**src/design/tcb_macros.svh**
```systemverilog
`ifndef TCB_MACROS_SVH
`define TCB_MACROS_SVH

////////////////////////////////////////////////////////////////////////////
// bus geometry
////////////////////////////////////////////////////////////////////////////

// byte address width
`define TCB_ADR_W 16
// data width
`define TCB_DAT_W 32
// one enable per data byte
`define TCB_BEN_W 4

////////////////////////////////////////////////////////////////////////////
// system sizes
////////////////////////////////////////////////////////////////////////////

// memory depth in words
`define TCB_MEM_WORDS 256
// subordinate ports behind the demultiplexer
`define TCB_IFN 2

`endif

```
**src/design/tcb_pkg.sv**
```systemverilog
`include "tcb_macros.svh"

package tcb_pkg;

  ////////////////////////////////////////////////////////////////////////////
  // encodings
  ////////////////////////////////////////////////////////////////////////////

  // request command
  typedef enum logic {
    cmd_read  = 1'b0,
    cmd_write = 1'b1
  } tcb_cmd_t;

  // response status
  typedef enum logic {
    sts_ok  = 1'b0,
    sts_err = 1'b1
  } tcb_sts_t;

  ////////////////////////////////////////////////////////////////////////////
  // bus payloads
  ////////////////////////////////////////////////////////////////////////////

  // request held stable until rdy
  typedef struct packed {
    tcb_cmd_t               cmd;
    logic [`TCB_ADR_W-1:0]  adr;
    logic [`TCB_BEN_W-1:0]  ben;
    logic [`TCB_DAT_W-1:0]  wdt;
  } tcb_req_t;

  // response valid one cycle after transfer
  typedef struct packed {
    logic [`TCB_DAT_W-1:0]  rdt;
    tcb_sts_t               sts;
  } tcb_rsp_t;

endpackage

```
**src/design/tcb_demultiplexer.sv**
```systemverilog
`include "tcb_macros.svh"

module tcb_demultiplexer #(
  parameter  int unsigned IFN = `TCB_IFN,
  localparam int unsigned IFL = $clog2(IFN)
) (
  input  logic              sub,
  input  logic              rst_n,
  // port select for the current request
  input  logic [IFL-1:0]    sel,
  // upstream side
  input  logic              vld,
  input  tcb_pkg::tcb_req_t req,
  output logic              rdy,
  output tcb_pkg::tcb_rsp_t rsp,
  // one manager port per subordinate
  output logic              man_vld [IFN],
  output tcb_pkg::tcb_req_t man_req [IFN],
  input  logic              man_rdy [IFN],
  input  tcb_pkg::tcb_rsp_t man_rsp [IFN]
);

  import tcb_pkg::*;

  // port that owes the next response
  logic [IFL-1:0] rsp_sel;

  ////////////////////////////////////////////////////////////////////////////
  // request path
  ////////////////////////////////////////////////////////////////////////////

  for (genvar i = 0; i < IFN; i++) begin : g_port
    // only the selected port sees vld
    assign man_vld[i] = (sel == IFL'(i)) ? vld : 1'b0;
    // payload fans out everywhere
    assign man_req[i] = req;
  end

  // handshake from the port being addressed now
  assign rdy = man_rdy[sel];

  ////////////////////////////////////////////////////////////////////////////
  // response path
  ////////////////////////////////////////////////////////////////////////////

  // remember the port at each transfer
  always_ff @(posedge sub or negedge rst_n) begin
    if (!rst_n) begin
      rsp_sel <= '0;
    end else if (vld && rdy) begin
      rsp_sel <= sel;
    end
  end

  // a new request may already be routed elsewhere
  assign rsp = man_rsp[rsp_sel];

endmodule

```
**config.mk**
```make
export PLATFORM = sky130hd
export DESIGN_NAME = tcb_demultiplexer
export DESIGN_NICKNAME = d
export VERILOG_FILES = /design/src/design/tcb_pkg.sv /design/src/design/tcb_demultiplexer.sv
export VERILOG_INCLUDE_DIRS = /design/src /design/src/design
export SDC_FILE = /design/constraint.sdc
export NUM_CORES = 1
export LEC_CHECK = 0
export CAP_MARGIN = 20
export CORE_AREA = 5 5 99 101
export DETAILED_ROUTE_END_ITERATION = 10
export DIE_AREA = 0 0 104 106
export DONT_BUFFER_PORTS = 1
export GPL_TIMING_DRIVEN = 0
export PLACE_DENSITY = 0.37
export REMOVE_ABC_BUFFERS = 1
export SETUP_SLACK_MARGIN = 0.15
export SLEW_MARGIN = 20
export SYNTH_ARGS = -nofsm -noshare
export SYNTH_HDL_FRONTEND = slang
export SYNTH_SLANG_ARGS = --single-unit
```
**constraint.sdc**
```tcl
create_clock -name sub -period 1.9 [get_ports sub]
set_clock_uncertainty 0.05 [all_clocks]
set_input_delay 0.285 -clock sub [delete_from_list [all_inputs] [get_ports sub]]
set_output_delay 0.285 -clock sub [all_outputs]
set_load 0.005 [all_outputs]
```
# After elaboration in Yosys (flattened, before gate mapping)
# Cells that the tools add are included.
[word_totals] reg_bits=1 elab_cells=14
[classes] n_bitwise=2 magnitude_cmp=2 n_mux=8 reduce_logical=1
[op_table] cell="33-bit two-way mux" count=3
[op_table] cell="1-bit two-way mux" count=5
[op_table] cell="2-bit greater-or-equal comparator (second input constant)" count=2
[op_table] cell="1-bit inverter with 2-bit output" count=2
[op_table] cell="1-bit logical AND" count=1

# Depth between registers and ports, before layout
[depth] word_depth=5 ltp_mapped=3 ltp_nobuf=2

# Worst setup path before layout
# OpenSTA, ideal clock, no wires.
[synth_path] path_kind="register to output" startpoint="register rsp_sel" endpoint="output rsp[10] in the netlist's numbering" t_arrival_ns=0.929 t_required_ns=1.565 stages_incl_launch_ff=4 setup_slack_ns=0.636 cell_sequence="dfrtp_1 -> buf_6 -> buf_12 -> mux2_4"
[synth_rtl] item="from (decl)" line_no="tcb_demultiplexer.sv:26" rtl="logic [IFL-1:0] rsp_sel;"
[synth_rtl] item="from (signal assigned)" line_no="tcb_demultiplexer.sv:51" rtl="rsp_sel <= sel;"
[synth_rtl] item="to (decl)" line_no="tcb_demultiplexer.sv:15" rtl="output tcb_pkg::tcb_rsp_t rsp,"

==> impl_results.md <==
- Max Cap Violations: 0
- Register area share after synthesis: 0.0177
- Combinational power share: 0.846
- Crit path DAT: 1.31 ns
- Synthesized area: 0.00142 sq mm
- Outcome: complete, no violations
- CTS clk-pin slew, worst paths: 0 ns
- R2r setup slk: 0.65 ns
- Die width: 104 um
- Kind of critical path: reg -> out
- Synth warn: 0
- PwrDens: 423 mW/mm^2
- Area grow syn2layout: -48.6%
- Internal: 175 uW
- Reg power frac: 0.154
- Vias in the first global route: 750
- Most frequent cells in the layout: 29 x mux2_4, 5 x mux2_2
- Switch Pwr: 133 uW
- Via density: 4.33
- Grt ovf: 0
- Die area: 0.0110 sq mm
- Worst-Skew Late Latency: 0 ns
- Max transition margin: 0.640
- Final GP Congestion: 0.783
- RSZ-0062 raised after global routing: false
- NumNets Final: 169
- Post-CTS sizing: 0
- Die extent in y: 106 um
- Drc violations: 0
- Post-route minimum period: 1.64 ns
- Diode count: 0
- Largest regs: rsp_sel x1
- Fill cells: 1042
- Detailed Routing Iterations Pass 1: 2
- Clock power share: 0
- Routed Antenna Nets: 0
- DR vias: 662
- Syn Inst Count: 150
- Initial antenna violation count: 0
- Crit start category: flip-flop
- Total GRT Usage: 0.190
- Endpoints failing hold: 0
- Highest clock rate: 608 MHz
- Max reg flops: 1
- Starting Density: 0.159
- Library cells used by synthesis: 11
- First-pass GRT wire length: 13200 um
- Worst path required time: 1.56 ns
- Final instance area: 728 sq um
- Register bit count reported by yosys: 1
- Tightest Hold Check Type: in -> reg
- Switching Share: 0.433
- Post-CTS Setup Bufs: 0
- Row Count: 35
- Area of placed instances: 718 sq um
- Mean Syn Cell Area: 9.45 sq um
- Max-slew violations: 0
- Period utilization: 0.865
- Slew @ Worst Pin: 0.540 ns
- Top Ports: 267
- Max VDD drop: 0.000196 V
- Pleak: 0.320 nW
- CP Capture Type: output pin
- Share of layout cells above drive strength 1: 0.881
- Final setup violation count: 0
- DR iter-0 viols: 29
- Final wirelength: 11300 um
- Largest net degree at the start of global routing: 19
- Port Buffer Count: 0
- Biggest register: rsp_sel
- Routed wire per std cell: 73.9 um
- CP max FO: 18
- Commonest non-fill, non-tap cell in the layout: mux2_4
- Placeable Area: 0.00893 sq mm
- Number of hold buffers added after CTS: 1
- Sum Neg Setup Slack: 0 ns
==> layout make-up <==
class / count / area, sq um / area share
Tap cell: 111 / 139 / 0.191
Timing Repair Buffer: 2 / 37.5 / 0.0515
Sequential cell: 1 / 26.3 / 0.0361
Multi-Input combinational cell: 39 / 526 / 0.722
==> stage by stage <==
step,setup WS (ns),power [mW],util,instances,hold slack (ns)
floorplan,-0.202,0.234,-,40,-0.0606
global route,0.182,0.331,0.0815,153,0.386
detailed placement,0.235,0.311,0.0804,152,-0.0605
finish,0.256,0.308,0.0815,153,0.378
global placement,-0.480,0.307,0.0772,151,-0.0605
CTS,0.233,0.316,0.0815,153,0.378
==> final timing paths <==
path,depth (start not counted),endpoint,from
worst min register to register,1,rsp_sel,rsp_sel
min in group asynchronous,1,rsp_sel,rst_n
worst min-delay path,1,rsp_sel,sel
worst max-delay path,2,rsp[9],rsp_sel
max in group asynchronous,1,rsp_sel,rst_n
worst max register to register,2,rsp_sel,rsp_sel
==> cell usage after synthesis (all sizes together) <==
library cell | n | share of area
nand2 | 1 | 0.0026
a21o | 1 | 0.0062
a22o | 1 | 0.0062
mux2 | 34 | 0.35
dfrtp | 1 | 0.018
nor2b | 1 | 0.0044
buf | 110 | 0.61
and2 | 1 | 0.0044
==> layer usage <==
layer,share of wire,global-route usage,up-vias,wire [um]
met4,0.0011,0.00463,2,13
li1,-,-,162,-
met1,0.24,0.131,271,2670
met3,0.32,0.296,2,3620
met2,0.44,0.288,225,4950
met5,0.0042,0.0524,-,48
==> critical path, stage by stage, from the launching register on <==
cell,delay [ns]
dfrtp_2,0.69
buf_16,0.25
mux2_4,0.36
==> power by group through the flow <==
stage | combinational (mW) | clock, mW | sequential, mW
after detailed placement | 0.262 | 0 | 0.0488
after CTS | 0.267 | 0 | 0.0488
after floorplan | 0.175 | 0 | 0.0584
after global placement | 0.241 | 0 | 0.0666
after global routing | 0.281 | 0 | 0.0508
final | 0.260 | 0 | 0.0475
==> cell families (layout without fill, tap and decap cells) <==
logic type	count (synthesis)	count (layout)	share of synthesized area
mux	34	34	0.347
buf+inv	110	2	0.612
simple gates	3	3	0.0115
compound gates	2	2	0.0124
flops	1	1	0.0176
No activity file was read; power rests on OpenSTA's default activity.
