**src/design/tcb_macros.svh**
```systemverilog
`ifndef TCB_MACROS_SVH
`define TCB_MACROS_SVH

////////////////////////////////////////////////////////////////////////////
// bus geometry
////////////////////////////////////////////////////////////////////////////

// byte address width
`define TCB_ADR_W 16
// data width
`define TCB_DAT_W 32
// one enable per data byte
`define TCB_BEN_W 4

////////////////////////////////////////////////////////////////////////////
// system sizes
////////////////////////////////////////////////////////////////////////////

// memory depth in words
`define TCB_MEM_WORDS 256
// subordinate ports behind the demultiplexer
`define TCB_IFN 2

`endif

```
**src/design/tcb_pkg.sv**
```systemverilog
`include "tcb_macros.svh"

package tcb_pkg;

  ////////////////////////////////////////////////////////////////////////////
  // encodings
  ////////////////////////////////////////////////////////////////////////////

  // request command
  typedef enum logic {
    cmd_read  = 1'b0,
    cmd_write = 1'b1
  } tcb_cmd_t;

  // response status
  typedef enum logic {
    sts_ok  = 1'b0,
    sts_err = 1'b1
  } tcb_sts_t;

  ////////////////////////////////////////////////////////////////////////////
  // bus payloads
  ////////////////////////////////////////////////////////////////////////////

  // request held stable until rdy
  typedef struct packed {
    tcb_cmd_t               cmd;
    logic [`TCB_ADR_W-1:0]  adr;
    logic [`TCB_BEN_W-1:0]  ben;
    logic [`TCB_DAT_W-1:0]  wdt;
  } tcb_req_t;

  // response valid one cycle after transfer
  typedef struct packed {
    logic [`TCB_DAT_W-1:0]  rdt;
    tcb_sts_t               sts;
  } tcb_rsp_t;

endpackage

```
**src/design/tcb_map_pkg.sv**
```systemverilog
`include "tcb_macros.svh"

package tcb_map_pkg;

  // decoded address regions
  typedef enum logic [1:0] {
    region_mem  = 2'd0,
    region_regs = 2'd1,
    region_none = 2'd2
  } tcb_region_t;

  // word offsets inside the register block
  typedef enum logic [1:0] {
    reg_id      = 2'd0,
    reg_scratch = 2'd1,
    reg_count   = 2'd2,
    reg_ctrl    = 2'd3
  } tcb_reg_ofs_t;

  // memory at 0x0000 sized by the word count
  localparam logic [`TCB_ADR_W-1:0] MEM_BASE  = 'h0000;
  localparam logic [`TCB_ADR_W-1:0] MEM_MASK  = ~`TCB_ADR_W'(`TCB_MEM_WORDS * 4 - 1);

  // four registers at 0x1000
  localparam logic [`TCB_ADR_W-1:0] REGS_BASE = 'h1000;
  localparam logic [`TCB_ADR_W-1:0] REGS_MASK = ~`TCB_ADR_W'('h0F);

  // fixed identification word
  localparam logic [`TCB_DAT_W-1:0] REGS_ID_VALUE = 32'h7CB0_0001;

endpackage

```
**src/design/tcb_decoder.sv**
```systemverilog
`include "tcb_macros.svh"

module tcb_decoder (
  input  logic                          sub,
  input  logic                          rst_n,
  // manager side
  input  logic                          vld,
  input  tcb_pkg::tcb_req_t             req,
  output logic                          rdy,
  output tcb_pkg::tcb_rsp_t             rsp,
  // toward the demultiplexer
  output logic                          dmx_vld,
  input  logic                          dmx_rdy,
  input  tcb_pkg::tcb_rsp_t             dmx_rsp,
  output logic [$clog2(`TCB_IFN)-1:0]   sel
);

  import tcb_pkg::*;
  import tcb_map_pkg::*;

  localparam int unsigned SEL_W = $clog2(`TCB_IFN);

  tcb_region_t region;
  // unmapped access seen last cycle
  logic        err;

  ////////////////////////////////////////////////////////////////////////////
  // region decode
  ////////////////////////////////////////////////////////////////////////////

  always_comb begin
    if ((req.adr & MEM_MASK) == MEM_BASE)
      region = region_mem;
    else if ((req.adr & REGS_MASK) == REGS_BASE)
      region = region_regs;
    else
      region = region_none;
  end

  // port 1 is the register block and everything else goes to memory
  assign sel = (region == region_regs) ? SEL_W'(1) : SEL_W'(0);

  // unmapped requests never leave the decoder
  assign dmx_vld = vld && (region != region_none);
  // accepted at once when nobody else owns the address
  assign rdy = (region == region_none) ? 1'b1 : dmx_rdy;

  ////////////////////////////////////////////////////////////////////////////
  // error responder
  ////////////////////////////////////////////////////////////////////////////

  // rdy is high for region_none so vld alone marks the transfer
  always_ff @(posedge sub or negedge rst_n) begin
    if (!rst_n) begin
      err <= 1'b0;
    end else begin
      err <= vld && (region == region_none);
    end
  end

  // own error answer wins over the routed one
  assign rsp = err ? tcb_rsp_t'{rdt: '0, sts: sts_err} : dmx_rsp;

endmodule

```
**config.mk**
```make
export PLATFORM = sky130hd
export DESIGN_NAME = tcb_decoder
export DESIGN_NICKNAME = d
export VERILOG_FILES = /design/src/design/tcb_pkg.sv /design/src/design/tcb_map_pkg.sv /design/src/design/tcb_decoder.sv
export VERILOG_INCLUDE_DIRS = /design/src /design/src/design
export SDC_FILE = /design/constraint.sdc
export NUM_CORES = 1
export LEC_CHECK = 0
export BUFFER_PORTS_ARGS = -buffer_cell sky130_fd_sc_hd__buf_2
export CAP_MARGIN = 25
export CORE_AREA = 2 2 49 51
export DETAILED_ROUTE_END_ITERATION = 10
export DIE_AREA = 0 0 51 53
export GPL_TIMING_DRIVEN = 0
export PLACE_DENSITY_LB_ADDON = 0.15
export SLEW_MARGIN = 20
export SYNTH_ARGS = -nofsm -noshare
export SYNTH_HDL_FRONTEND = slang
export SYNTH_SLANG_ARGS = --single-unit
```
**constraint.sdc**
```tcl
create_clock -name sub -period 2.96 [get_ports sub]
set_input_delay 0.444 -clock sub [delete_from_list [all_inputs] [get_ports sub]]
set_output_delay 0.444 -clock sub [all_outputs]
set_load 0.01 [all_outputs]
```
Word-level counts from Yosys, hierarchy flattened
Index checks and enable logic that the tools add are counted.

storage, ports and cells
  register bits = 1
  input port bits = 90
  output and inout bits = 36
  logic and storage cells = 13

cells by class
  equal/unequal tests = 4
  mux-type cells = 5
  reduce and logical (&&, ||, !) cells = 3

operators by type and width
  operator               count
  $mux W33               1
  $logic_not A16 Y1      1
  $eq A12 B9 Y1 const B  1
  $mux W2                2
  $eq A2 B1 Y1 const B   1
  $eq A2 B2 Y1 const B   1
  $logic_and A1 B1 Y1    2
  $mux W1                2
  $ne A2 B2 Y1 const B   1

Depth between registers and ports, before layout
  depth after elaboration = 5
  mapped depth = 3

Worst setup path before layout
No wires, ideal clock.

  path kind = input to output
  start = in req[42] (netlist bit)
  end = out sel
  arrival = 1,429 ps
  data required time = 2,516 ps
  path slack = 1,087 ps
  stages on the path = 2
  cell sequence = or4b_4 -> nor4_1

between the ends
  cells in the longest elaborated chain, start to end = 5

ends and longest elaborated chain
  item           RTL line           RTL
  from (decl)    tcb_decoder.sv:8   input tcb_pkg::tcb_req_t req,
  $eq A12 B9 Y1  tcb_decoder.sv:34  else if ((req.adr & REGS_MASK) == REGS_BASE)
  $mux W2        tcb_decoder.sv:34
  $mux W2        tcb_decoder.sv:32  if ((req.adr & MEM_MASK) == MEM_BASE)
  $eq A2 B1 Y1   tcb_decoder.sv:41  assign sel = (region == region_regs) ? SEL_W'(1) : SEL_W'(0);
  $mux W1        tcb_decoder.sv:41
  to (decl)      tcb_decoder.sv:15  output logic [$clog2(`TCB_IFN)-1:0] sel

No other way between the ends.

Final worst setup path
  start = in req[42] (netlist bit)
  end = out dmx_vld

between the ends
  cells in the longest elaborated chain, start to end = 5

ends and longest elaborated chain
  item                 RTL line           RTL
  $eq A12 B9 Y1        tcb_decoder.sv:34
  $mux W2              tcb_decoder.sv:34
  $mux W2              tcb_decoder.sv:32
  $ne A2 B2 Y1         tcb_decoder.sv:44  assign dmx_vld = vld && (region != region_none);
  $logic_and A1 B1 Y1  tcb_decoder.sv:44
  to (decl)            tcb_decoder.sv:12  output logic dmx_vld,

No other way between the ends.

==> reports/qor.yml <==
setup_path:
  startpoint_type: "input port"
  cp-end-kind: "output port"
  cp.arrival_ns: 1.56
  critPathMostFrequentCell: "buf_2"
  critPathSlowestCell: "or4b_4"
  crit_required_ns: 2.52
  critPathMaxFanout: 3
  worst-path-buf-inv: 2
  cp_top_family: "simple AND/OR/NAND/NOR gates"
  path_cells: "buf_2, or4b_4, o21ai_2, and3_1, buf_2"
  cp_slowest_stage_delay_ns: 0.53
  worstSetupPathType: "in -> out"
yosys:
  yosys_warnings: 0
  syn_area_per_cell_sq_um: 6.75
  syn_area_sq_um: 310
  synth.ff_latch_count: 1
  yosysSeqAreaShare_pct: 8.06
  ys_types: 13
  synth.net_count: 136
  synth_cells: 46
  yosys.area.top_type: "nor2b_1"
  netlist.area_leader.share_pct: 64.5
  yosys-top-cells-area: "nor2b_1 65%, dfrtp_1 8.1%, or4b_4 4.4%"
clock_network:
  postCtsHoldBufs: 0
  cts.reportedPaths.clkPinSlew_ns: 0
  cts_resized: 0
  post_cts_buffers: 0
drt:
  top_layer: "met3"
  routedWlPerCell_um: 9.06
  ant_nets: 0
  drtIter0Drc: 2
  via_per_inst: 3.78
  wl_met3_um: 263
  wl_met1_um: 521
  wl_um: 1430
  firstDrtPassIters: 2
  drcViolationCount: 0
  met2_length_um: 647
  vias: 597
sta:
  fmax_mhz: 500
  finalHoldViolations: 0
  rsz0062_at_grt: "no"
  report.final.slew_viol_count: 0
  max_slew_margin_pct: 75.1
  worst_pin_slew_ns: 0.374
  finalWorstSetupSlack_ns: 0.959
  period_share_pct: 67.6
  fin_tns_setup_ns: 0
  period_needed_ns: 2.00
  setup_viol_count_final: 0
  hold_ws_ns: 0.222
floorplan:
  io_pins: 126
  fp.coreArea_sq_um: 2150
  die_w_um: 51
  dieArea_sq_um: 2700
  num_rows: 17
  start_util_pct: 14.4
  dieHeight_um: 53
power:
  finalPower_uw: 108
  powerDensity_nw_per_um2: 142
  power.leakage_nw: 0.465
  vdd_drop_max_mv: 0.0635
layout:
  regMostFlops: "err"
  reg_top3: "err: 1 flops"
  nets: 222
  largest_reg_flops: 1
  post_route_cells_drive_above_1_share_pct: 66.9
  areaGrowthSynthToFinish_pct: 147
  antennaDiodeCount: 0
place:
  io_buffers: 84
  place_ws_ns: 0.971
  place_hpwl_um: 1340
  gp_congestion: 0.636
status:
  outcome: "finished clean"
global_routing:
  grtUsageTotal_pct: 8.61
  antenna_found_initial: 0
  gr-total-overflow: 0
  grt_start_max_net_pins: 11
  grt_pass1_vias: 467
  grt_pass1_wl_um: 1900
flow_run:
  cap_violations: 0
worst_hold_path:
  worstHoldPathType: "in -> async"
==> cell type report <==
| cell class | instances | area [sq um] |
|---|---|---|
| Fill cell | 242 | 1380 |
| Timing Repair Buffer | 84 | 420 |
| Buffer | 3 | 11.3 |
| Tap cell | 28 | 35.0 |
| Sequential cell | 1 | 25.0 |
| Multi-Input combinational cell | 42 | 274 |
==> worst paths after layout <==
path	start	endpoint	slack, ns	cells past startpoint
max	req[42]	dmx_vld	0.96	5
min	rst_n	err$_DFF_PN0_	0.22	1
max in group asynchronous	rst_n	err$_DFF_PN0_	2.65	1
min in group sub	vld	err$_DFF_PN0_	0.71	2
==> routing by layer <==
layer	track usage, %	vias to the layer above
li1	-	315
met1	10.3	228
met2	16.7	54
met3	1.69	0
met4	0	0
met5	0	-
==> cells in the final DEF (no fill, tap or decap) <==
cell type  count
dfrtp_1        1
buf_2         84
nand3b_1       1
nor4_1         1
or3_1          1
clkbuf_1       3
or4_1          1
a21boi_1       1
nor2b_1       32
nor2_1         1
or4b_4         1
and3_1         1
or2_2          1
o21ai_2        1
==> power breakdown <==
part           switching (mW)  internal [mW]
logic                  0.0401         0.0523
clock network               0              0
registers             0.00130         0.0147
==> kinds of logic (layout without fill, tap and decap cells) <==
kind of cell	after synthesis	count (layout)	share of synthesized area (%)
simple gates	40	40	83.1
buf+inv	3	87	3.63
compound gates	2	2	5.24
flops	1	1	8.06
==> synth_stat cells <==
library cell,count
dfrtp_1,1
o21ai_2,1
and3_1,1
nand3b_1,1
or2_2,1
a21boi_1,1
nor2b_1,32
nor2_1,1
clkbuf_1,3
nor4_1,1
or4_1,1
or4b_4,1
or3_1,1
==> stage by stage <==
| step | area [sq um] | cells | utilization (%) |
|---|---|---|---|
| after floorplan | 310 | 46 | - |
| after global placement | 766 | 158 | 35.6 |
| after detailed placement | 766 | 158 | 35.6 |
| after CTS | 766 | 158 | 35.6 |
| after global routing | 766 | 158 | 35.6 |
| final | 766 | 158 | 35.6 |
Note: power is estimated with default switching activity, not from simulation.
