<file path="src/design/tcb_macros.svh">
`ifndef TCB_MACROS_SVH
`define TCB_MACROS_SVH

////////////////////////////////////////////////////////////////////////////
// bus geometry
////////////////////////////////////////////////////////////////////////////

// byte address width
`define TCB_ADR_W 16
// data width
`define TCB_DAT_W 32
// one enable per data byte
`define TCB_BEN_W 4

////////////////////////////////////////////////////////////////////////////
// system sizes
////////////////////////////////////////////////////////////////////////////

// memory depth in words
`define TCB_MEM_WORDS 256
// subordinate ports behind the demultiplexer
`define TCB_IFN 2

`endif

</file>
<file path="src/design/tcb_pkg.sv">
`include "tcb_macros.svh"

package tcb_pkg;

  ////////////////////////////////////////////////////////////////////////////
  // encodings
  ////////////////////////////////////////////////////////////////////////////

  // request command
  typedef enum logic {
    cmd_read  = 1'b0,
    cmd_write = 1'b1
  } tcb_cmd_t;

  // response status
  typedef enum logic {
    sts_ok  = 1'b0,
    sts_err = 1'b1
  } tcb_sts_t;

  ////////////////////////////////////////////////////////////////////////////
  // bus payloads
  ////////////////////////////////////////////////////////////////////////////

  // request held stable until rdy
  typedef struct packed {
    tcb_cmd_t               cmd;
    logic [`TCB_ADR_W-1:0]  adr;
    logic [`TCB_BEN_W-1:0]  ben;
    logic [`TCB_DAT_W-1:0]  wdt;
  } tcb_req_t;

  // response valid one cycle after transfer
  typedef struct packed {
    logic [`TCB_DAT_W-1:0]  rdt;
    tcb_sts_t               sts;
  } tcb_rsp_t;

endpackage

</file>
<file path="src/design/tcb_map_pkg.sv">
`include "tcb_macros.svh"

package tcb_map_pkg;

  // decoded address regions
  typedef enum logic [1:0] {
    region_mem  = 2'd0,
    region_regs = 2'd1,
    region_none = 2'd2
  } tcb_region_t;

  // word offsets inside the register block
  typedef enum logic [1:0] {
    reg_id      = 2'd0,
    reg_scratch = 2'd1,
    reg_count   = 2'd2,
    reg_ctrl    = 2'd3
  } tcb_reg_ofs_t;

  // memory at 0x0000 sized by the word count
  localparam logic [`TCB_ADR_W-1:0] MEM_BASE  = 'h0000;
  localparam logic [`TCB_ADR_W-1:0] MEM_MASK  = ~`TCB_ADR_W'(`TCB_MEM_WORDS * 4 - 1);

  // four registers at 0x1000
  localparam logic [`TCB_ADR_W-1:0] REGS_BASE = 'h1000;
  localparam logic [`TCB_ADR_W-1:0] REGS_MASK = ~`TCB_ADR_W'('h0F);

  // fixed identification word
  localparam logic [`TCB_DAT_W-1:0] REGS_ID_VALUE = 32'h7CB0_0001;

endpackage

</file>
<file path="src/design/tcb_regs.sv">
`include "tcb_macros.svh"

module tcb_regs (
  input  logic              sub,
  input  logic              rst_n,
  input  logic              vld,
  input  tcb_pkg::tcb_req_t req,
  output logic              rdy,
  output tcb_pkg::tcb_rsp_t rsp
);

  import tcb_pkg::*;
  import tcb_map_pkg::*;

  logic                  wt;
  logic                  trn;
  tcb_reg_ofs_t          ofs;
  logic                  wr_err;
  logic [`TCB_DAT_W-1:0] rd_dat;
  // register file
  logic [`TCB_DAT_W-1:0] scratch;
  logic [`TCB_DAT_W-1:0] count;
  logic [7:0]            ctrl;
  // response
  logic [`TCB_DAT_W-1:0] rdt;
  tcb_sts_t              sts;

  ////////////////////////////////////////////////////////////////////////////
  // wait state
  ////////////////////////////////////////////////////////////////////////////

  // low on the first vld cycle and high on the second
  assign rdy = wt;
  assign trn = vld && rdy;

  assign ofs = tcb_reg_ofs_t'(req.adr[3:2]);
  // id and count are read only
  assign wr_err = (req.cmd == cmd_write) && ((ofs == reg_id) || (ofs == reg_count));

  // read mux where count already includes this access
  always_comb begin
    rd_dat = '0;
    case (ofs)
      reg_id:      rd_dat = REGS_ID_VALUE;
      reg_scratch: rd_dat = scratch;
      reg_count:   rd_dat = count + 1'b1;
      reg_ctrl:    rd_dat = `TCB_DAT_W'(ctrl);
      default:     rd_dat = '0;
    endcase
  end

  ////////////////////////////////////////////////////////////////////////////
  // register updates
  ////////////////////////////////////////////////////////////////////////////

  always_ff @(posedge sub or negedge rst_n) begin
    if (!rst_n) begin
      wt      <= 1'b0;
      scratch <= '0;
      count   <= '0;
      ctrl    <= '0;
      sts     <= sts_ok;
    end else begin
      // drops again right after the transfer
      wt <= vld && !wt;
      if (trn) begin
        // every accepted access including failed writes
        count <= count + 1'b1;
        sts   <= wr_err ? sts_err : sts_ok;
        if (req.cmd == cmd_write) begin
          if (ofs == reg_scratch) begin
            for (int b = 0; b < `TCB_BEN_W; b++) begin
              if (req.ben[b])
                scratch[8*b +: 8] <= req.wdt[8*b +: 8];
            end
          end
          // only the low byte exists
          if ((ofs == reg_ctrl) && req.ben[0])
            ctrl <= req.wdt[7:0];
        end
      end
    end
  end

  // write responses carry zero data
  always_ff @(posedge sub) begin
    if (trn)
      rdt <= (req.cmd == cmd_read) ? rd_dat : '0;
  end

  assign rsp.rdt = rdt;
  assign rsp.sts = sts;

endmodule

</file>
<file path="config.mk">
export PLATFORM = sky130hd
export DESIGN_NAME = tcb_regs
export DESIGN_NICKNAME = d
export VERILOG_FILES = /design/src/design/tcb_pkg.sv /design/src/design/tcb_map_pkg.sv /design/src/design/tcb_regs.sv
export VERILOG_INCLUDE_DIRS = /design/src /design/src/design
export SDC_FILE = /design/constraint.sdc
export NUM_CORES = 1
export LEC_CHECK = 0
export BUFFER_PORTS_ARGS = -buffer_cell sky130_fd_sc_hd__buf_2
export CORE_MARGIN = 2
export CORE_UTILIZATION = 40
export CTS_CLUSTER_SIZE = 16
export DETAILED_ROUTE_END_ITERATION = 10
export PLACE_DENSITY = 0.65
export SLEW_MARGIN = 40
export SYNTH_ARGS = -nofsm -noshare
export SYNTH_HDL_FRONTEND = slang
export SYNTH_SLANG_ARGS = --single-unit
</file>
<file path="constraint.sdc">
create_clock -name sub -period 2.05 [get_ports sub]
set_input_delay 0.1025 -clock sub [delete_from_list [all_inputs] [get_ports sub]]
set_output_delay 0.1025 -clock sub [all_outputs]
set_load 0.05 [all_outputs]
</file>
# Yosys cells after proc, flatten, opt, wreduce, memory -nomap -nowiden
# Index checks and enable logic that the tools add are counted.
# W data, S select, Z words.
[classes]
eq_ne = 3
n_reduce_logical = 12
muxes = 2
add_sub_neg = 1
[ops]
columns = ["op", "count"]
rows = [
  ["$pmux W32 S4", 1],
  ["$add A32 B1 Y32 const B", 1],
  ["$reduce_and A4 Y1", 4],
  ["$eq A2 B2 Y1 const B", 2],
  ["$logic_and A1 B1 Y1", 4],
  ["$reduce_and A3 Y1", 1],
  ["$eq A2 B1 Y1 const B", 1],
  ["$logic_not A2 Y1", 1],
  ["$logic_not A1 Y1", 1],
  ["$logic_or A1 B1 Y1", 1],
  ["$mux W1", 1],
]
[totals]
input_bits = 56
wordCells = 27
regBits = 106
output_inout_bits = 34

# Depth between registers and ports, before layout
# Gate-level depths: netlist of the first run.
[depth]
word_depth = 4
mapped_depth = 7
depth_no_buf = 6

# Least setup slack after synthesis of the first run
# Ideal clock, no wire load.
[synth_timing]
kind = "register -> register"
start = "register wt (netlist: rdy)"
end = "register count[19]"
setup_ps = 79
n_path_buf = 1
period_less_slack_ps = 2607
path_stages_with_launch = 7
t_required_ps = 1971
path_slack_ps = -557
arrival_time_ps = 2527
cell_sequence = "dfrtp_1 > nand2_1 > clkinv_1 > clkbuf_1 > nand2_1 > nor2_1 > xor2_1"
[synth_via]
elab_chain_cells = 1
[synth_rtl]
columns = ["element", "line_no", "text"]
rows = [
  ["start: declaration", "tcb_regs.sv:15", "logic wt;"],
  ["start signal: assignment", "tcb_regs.sv:65", "wt <= vld && !wt;"],
  ["$logic_and A1 B1 Y1", "tcb_regs.sv:34", "assign trn = vld && rdy;"],
  ["net trn", "tcb_regs.sv:16", "logic trn;"],
  ["end signal: assignment", "tcb_regs.sv:68", "count <= count + 1'b1;"],
  ["end: declaration", "tcb_regs.sv:22", "logic [`TCB_DAT_W-1:0] count;"],
]
# The timed path passes the listed nets, and every way through them passes these cells.
# A chain may end at the register's enable or synchronous reset.

# Worst setup path in the final report of the first run
[layout_timing]
start = "register count[2]"
end = "register rdt[27] (data pin)"
[layout_via]
elab_chain_cells = 2
[layout_rtl]
columns = ["element", "line_no", "text"]
rows = [
  ["$add A32 B1 Y32", "tcb_regs.sv:46", "reg_count: rd_dat = count + 1'b1;"],
  ["$pmux W32 S4", "tcb_regs.sv:43", "case (ofs)"],
  ["end signal: assignment", "tcb_regs.sv:88", "rdt <= (req.cmd == cmd_read) ? rd_dat : '0;"],
  ["end: declaration", "tcb_regs.sv:25", "logic [`TCB_DAT_W-1:0] rdt;"],
]
# Every way passes these cells.

==> results of run 1 <==
-- sequential cells by signal, indices dropped and copies added (netlist names) --
signal,flops
scratch,32
count,32
rdy,1
ctrl,8
sts,1
rdt,32
-- power by group --
group	total, W	switching, W	internal, W
registers	0.00253	0.000139	0.00239
logic	0.000740	0.000391	0.000349
clock network	0.00167	0.000720	0.000946
-- placed cells by master, fill, tap and decap left out, drive strengths merged, types with 13 or more instances in the layout --
cell type,Yosys,routed
mux2,41,41
nor2,28,28
nand4,21,21
buf,7,127
edfxtp,32,32
dlygate4sd3,0,23
o21ai,20,20
xnor2,30,30
clkbuf,19,13
nand3,20,20
nand2,53,53
xor2,31,31
dfrtp,74,74
-- per-stage QoR --
stage / utilization / TNS (ps) / worst slack, ps
2_1_floorplan: - / 0 / 44.5
3_3_place_gp: 0.473 / 0 / 93.2
3_5_place_dp: 0.473 / 0 / 62.5
4_1_cts: 0.513 / 0 / 46.0
5_1_grt: 0.516 / -53.1 / -49.6
6_report: 0.517 / 0 / 51.7
-- critical path, cell delays in order (launching register included) --
cell,delay (ps)
sky130_fd_sc_hd__dfrtp_1,450
sky130_fd_sc_hd__nand4_1,270
sky130_fd_sc_hd__nor3_1,330
sky130_fd_sc_hd__nand2_1,110
sky130_fd_sc_hd__xor2_1,160
sky130_fd_sc_hd__a221oi_1,450
-- per-layer routing --
| layer | vias to the layer above | wire length [µm] |
|---|---|---|
| li1 | 1786 | - |
| met1 | 1785 | 5130 |
| met2 | 87 | 5860 |
| met3 | 16 | 546 |
| met4 | 0 | 199 |
| met5 | - | 0 |
-- area by class of cell --
type	instances	area, µm²	share of cell area
Clock buffer	13	240	0.0373
Timing Repair Buffer	150	996	0.155
Antenna cell	1	2.50	0.000389
Inverter	3	11.3	0.00175
Tap cell	172	215	0.0334
Sequential cell	106	2810	0.437
Multi-Input combinational cell	295	2120	0.329
Clock inverter	3	41.3	0.00641
-- worst max path at each step --
stage / cells past startpoint / end
after global routing: 5 / rdt[27]$_SDFFCE_PP0P_
after detailed placement: 6 / count[25]$_DFFE_PN0P_
after global placement: 5 / rdt[27]$_SDFFCE_PP0P_
after CTS: 6 / count[25]$_DFFE_PN0P_
after floorplan: 6 / count[19]$_DFFE_PN0P_
final: 5 / rdt[27]$_SDFFCE_PP0P_
-- kinds of logic (layout without fill, tap and decap cells) --
group                    count (synthesis)  after routing  share of synthesized area
AO/OA/AOI/OAI                           38             38                     0.0526
XOR/XNOR                                61             61                      0.107
adder cells (fa/ha/maj)                  1              1                    0.00248
buffers and inverters                   29            169                     0.0255
flip-flops                             106            106                      0.557
multiplexers                            42             42                     0.0935
other                                    0              1                          0
AND/OR/NAND/NOR                        153            153                      0.161
-- timing repair --
action                                  in CTS  in global routing
endpoints found under the setup margin       0                 17
hold endpoints to repair                    44                  1
hold buffers                                22                  1
gates resized for setup                      0                  4
setup buffers                                0                  2
==> results.md, run 1 <==
* Type of element capturing the critical path: flop
* R2R setup slack at 50 ps
* Post-detailed-placement half-perimeter wirelength at 8.39 mm
* Library cell with the largest summed area after synthesis: sky130_fd_sc_hd__dfrtp_1
* Worst slew margin relative to its limit at 0.539
* Number of distinct library cell variants in the gate-level netlist after synthesis at 42
* EDFF count, synth at 32
* Root buffer selected by CTS: sky130_fd_sc_hd__clkbuf_16
* Number of cell rows at 41
* Total of max-cap violations at 0
* Max Freq at 500 MHz
* Syn avg cell area at 11.7 µm²
* Setup skew after layout at 7.56 ps
* Via-per-instance ratio at 4.94
* Critical Path AT at 2100 ps
* Total routed wirelength at 11.7 mm
* Register area share after synthesis at 0.557
* Number of instances in the synthesized netlist at 430
* Worst-margin pin slew at 692 ps
* Post-synthesis sequential element count at 106
* Width of the chip at 116 µm
* Count of clock tree sinks at 106
* Final critical delay including setup and external delays at 2000 ps
* Number of cells traversed by the worst hold path at 2
* Total power consumption of the routed design at 0.00494 W
* Clock Pin Slew Worst Setup and Hold Paths at 70 ps
* Worst hold slack at 4.65 ps
* Global route total overflow at 0
* Non-filler instance count after layout at 743
* CTS Buf Count at 9
* Busiest metal layer after global routing: met2
* Worst setup startpoint: count[2]$_DFFE_PN0P_
* Most common library cells after synthesis: 74 x sky130_fd_sc_hd__dfrtp_1, 53 x sky130_fd_sc_hd__nand2_1, 41 x sky130_fd_sc_hd__mux2_2
* Vert. Die Dim at 116 µm
* Final Slew Violations at 0
* Startpoint of the worst hold path: vld
* Initial standard-cell utilization of the core at 0.405
* Worst R2R End: rdt[27]$_SDFFCE_PP0P_
* H-tree level count at 3
* GR Layer Usage met3 at 0.0446
* Die outline area at 13500 µm²
* Length of the first detailed-routing pass in iterations at 4
* RSZ-0062 raised after global routing: true
* Min-Delay Path Class: input port to flop
* Count of vias placed by the detailed router at 3674
* Data required time of the critical path at 2150 ps
* Fraction of final layout cells sized beyond drive strength 1 at 0.349
* Critical path startpoint category: flop
* Longest Clk Path Bufs at 2
* Synthesized cell area at 5050 µm²
* Global Route met2 Usage at 0.322
* Number of global-route vias before repair at 3789
* Post-route fraction of the period consumed by the critical path at 0.975
* Maximum VDD drop at 0.000485 V
* Wire length of the first global-routing pass at 19.1 mm
* Total number of yosys warnings at 0
* Count of endpoints failing setup in the final report at 0
* Clock insertion delay at the later pin of the skew report at 340 ps
* Initial DRC Count at 239
* Hold worst-path end: rdy$_DFF_PN0_
* Final non-filler cell area at 6440 µm²
* Port-buffer cells at 75
* Post-place instance area at 5900 µm²
* Placer's final routability congestion estimate at 0.883
* Net count, final at 622
* Layout-stage area growth over the synthesis result at 27.6%
* Number of placed instances with taps included at 701
* Hold Violations, Final at 0
* Most common cell in the synthesized netlist: sky130_fd_sc_hd__dfrtp_1
* Number of nets in the synthesized netlist at 487
* Core area at 12500 µm²
* Clock tree from TritonCTS: built
* Worst Reg-to-Reg Cells at 5
* Reported leakage power at 2.82 nW
* Power density over the cells at 767 nW/µm²
* Number of antenna violations at the first check in global routing at 1
* Antenna viol nets, final at 0
* Top cells by area in the synthesized netlist: sky130_fd_sc_hd__dfrtp_1 37%, sky130_fd_sc_hd__edfxtp_1 19%, sky130_fd_sc_hd__mux2_2 9.1%, sky130_fd_sc_hd__xor2_1 5.4%, sky130_fd_sc_hd__xnor2_1 5.0%
* Fraction of synthesis flops using an asynchronous set or reset pin at 0.698
* Run status: complete, no violations
* Count of fill cells added during filler insertion at 1101
* Synth top area share at 0.367
* Launch point of the worst reg-to-reg path: count[2]$_DFFE_PN0P_
* Class of the most critical setup path: flop to flop
* Number of design rule violations left after detail routing at 0
* Final routed wire length divided by cell count at 15.8 µm
* Routing usage on met1 at 0.228
* Dominant register cell in the synthesized netlist: sky130_fd_sc_hd__dfrtp_1
* Worst-path fanout max at 5
* Overall Global Routing Usage at 0.184
* Maximum number of pins on one net before global-route repair at 28
* Number of I/O pins at 90
(Power assumes the default switching activity.)
==> run 2, diff against run 1 <==
CORE_UTILIZATION = 43   (was 40)
PLACE_DENSITY = 0.69   (was 0.65)
==> results.md, run 2 (synthesis results as in run 1) <==
* Met1 Routed Length at 5.04 mm
* Worst slew margin relative to its limit at 0.557
* Initial DRC Count at 217
* Critical path startpoint category: flop
* Run status: complete, no violations
* Clock Pin Slew Worst Setup and Hold Paths at 70 ps
* Flop pwr share at 0.500
* Power dissipated by switching net loads at 0.00126 W
* Total power consumption of the routed design at 0.00506 W
* Antenna viol nets, final at 0
* Worst hold slack at 3.35 ps
* Worst setup startpoint: count[1]$_DFFE_PN0P_
* Final critical delay including setup and external delays at 1940 ps
* Hold Violations, Final at 0
* Longest Clk Path Bufs at 2
* Number of antenna violations at the first check in global routing at 0
* Launch point of the worst reg-to-reg path: count[1]$_DFFE_PN0P_
* Layout-stage area growth over the synthesis result at 26.5%
* Max Freq at 516 MHz
* Top layer in use: met4
* Count of fill cells added during filler insertion at 971
* Worst-path fanout max at 5
* Length of the first detailed-routing pass in iterations at 4
* Width of the chip at 112 µm
* Most frequent cells in the layout: 75 x sky130_fd_sc_hd__buf_2, 73 x sky130_fd_sc_hd__dfrtp_1, 53 x sky130_fd_sc_hd__nand2_1
* Startpoint of the worst hold path: req[25]
* Clock tree from TritonCTS: built
* Class of the most critical setup path: flop to flop
* Core area at 11400 µm²
* Total routed wirelength at 11.0 mm
* CTS Buf Count at 9
* Post-route fraction of the period consumed by the critical path at 0.945
* Clock insertion delay at the later pin of the skew report at 340 ps
* Overall Global Routing Usage at 0.183
* Post-detailed-placement half-perimeter wirelength at 7.65 mm
* Met2 Routed Length at 5.28 mm
* Maximum VDD drop at 0.000573 V
* Internal power summed over all cells at 0.00380 W
* Maximum number of pins on one net before global-route repair at 75
* Final non-filler cell area at 6380 µm²
* RSZ-0062 raised after global routing: true
* Power density over the cells at 793 nW/µm²
* Root buffer selected by CTS: sky130_fd_sc_hd__clkbuf_16
* Critical Path AT at 2020 ps
* Number of cell rows at 39
* Post-place instance area at 5770 µm²
* Initial standard-cell utilization of the core at 0.442
* Setup skew after layout at 5.48 ps
* Post-Route Utilization at 0.559
* Portion of total power attributed to combinational logic at 0.146
* Data required time of the critical path at 2140 ps
* Number of global-route vias before repair at 3686
* Port-buffer cells at 75
* Total of max-cap violations at 0
* Number of design rule violations left after detail routing at 0
* Global route total overflow at 0
* Count of clock tree sinks at 106
* Antenna Cells at 0
* Leading cell type in the layout, fill and taps excluded: sky130_fd_sc_hd__buf_2
* Wire length of the first global-routing pass at 18.4 mm
* Worst-margin pin slew at 664 ps
* Count of vias placed by the detailed router at 3629
* Via-per-instance ratio at 5.18
* Switching power as a share of total power at 0.249
* Min-Delay Path Class: input port to flop
* Final routed wire length divided by cell count at 15.7 µm
* Vert. Die Dim at 112 µm
* Clock share of power at 0.354
* Biggest regs: count x32, rdt x32, scratch x32
* Final Slew Violations at 0
* Net count, final at 610
* Placer's final routability congestion estimate at 0.840
* Met3 wirelength from detailed routing at 561 µm
* Die outline area at 12600 µm²
* Fraction of final layout cells sized beyond drive strength 1 at 0.335
* Count of endpoints failing setup in the final report at 0
* Reported leakage power at 2.77 nW
* H-tree level count at 3
* Number of I/O pins at 90
* Type of element capturing the critical path: flop
## run 2: cell types whose count changed in the layout (fill, tap and decap cells not counted), moves of 2 or more
cell,previous run,this run
sky130_fd_sc_hd__o21ai_0,20,18
sky130_fd_sc_hd__nand3_2,5,3
sky130_fd_sc_hd__buf_12,0,2
sky130_fd_sc_hd__dlygate4sd3_1,23,27
sky130_fd_sc_hd__o21ai_1,0,2
sky130_fd_sc_hd__buf_4,52,34
sky130_fd_sc_hd__nand3_1,15,17
sky130_fd_sc_hd__clkbuf_1,4,2
## run 2: final timing paths
kind / end / slack [ps] / cells after the start
setup / recovery: rdt[30]$_SDFFCE_PP0P_ / 110 / 6
hold / removal: scratch[25]$_DFFE_PN0P_ / 3 / 2
setup reg to reg: rdt[30]$_SDFFCE_PP0P_ / 110 / 6
hold reg to reg: rdy$_DFF_PN0_ / 460 / 1
max in group asynchronous: count[15]$_DFFE_PN0P_ / 1390 / 3
min in group asynchronous: scratch[12]$_DFFE_PN0P_ / 330 / 3
## run 2: power by group through the flow
stage | clock, W | sequential, W | combinational [W]
final | 0.00179 | 0.00253 | 0.000738
after CTS | 0.00183 | 0.00253 | 0.000742
after detailed placement | 0 | 0.00257 | 0.000699
after floorplan | 0 | 0.00262 | 0.000391
after global placement | 0 | 0.00256 | 0.000684
after global routing | 0.00192 | 0.00256 | 0.000818
## run 2: area by class of cell
| type | count | area [µm²] | area share |
|---|---|---|---|
| Inverter | 3 | 11.3 | 0.00176 |
| Timing Repair Buffer | 138 | 941 | 0.147 |
| Clock buffer | 13 | 272 | 0.0425 |
| Tap cell | 143 | 179 | 0.0280 |
| Multi-Input combinational cell | 295 | 2120 | 0.333 |
| Clock inverter | 3 | 45.0 | 0.00705 |
| Sequential cell | 106 | 2810 | 0.441 |
## run 2: stage by stage
| step | setup WS (ps) | TNS [ps] | cells |
|---|---|---|---|
| global route | -15.8 | -37.9 | 701 |
| detailed placement | 104 | 0 | 656 |
| floorplan | 44.5 | 0 | 430 |
| CTS | 102 | 0 | 698 |
| global placement | 127 | 0 | 656 |
| finish | 113 | 0 | 701 |
## run 2: repair_timing
item,4_1_cts,5_1_grt
gates resized for setup,0,7
setup endpoints to repair,0,5
hold buffers,26,1
buffers inserted,0,2
endpoints found under the hold margin,101,1
## run 2: metal layers
layer	up-vias	GRT usage
met5	-	0
met4	0	0.0447
met3	11	0.0410
met2	95	0.296
met1	1773	0.255
li1	1750	-
## run 2: worst max-delay path, stage by stage, from the launching register on
cell	delay (ps)
sky130_fd_sc_hd__dfrtp_1	390
sky130_fd_sc_hd__ha_2	200
sky130_fd_sc_hd__nand3_2	100
sky130_fd_sc_hd__nor4_4	430
sky130_fd_sc_hd__nand4_1	160
sky130_fd_sc_hd__xor2_1	280
sky130_fd_sc_hd__a221oi_2	110
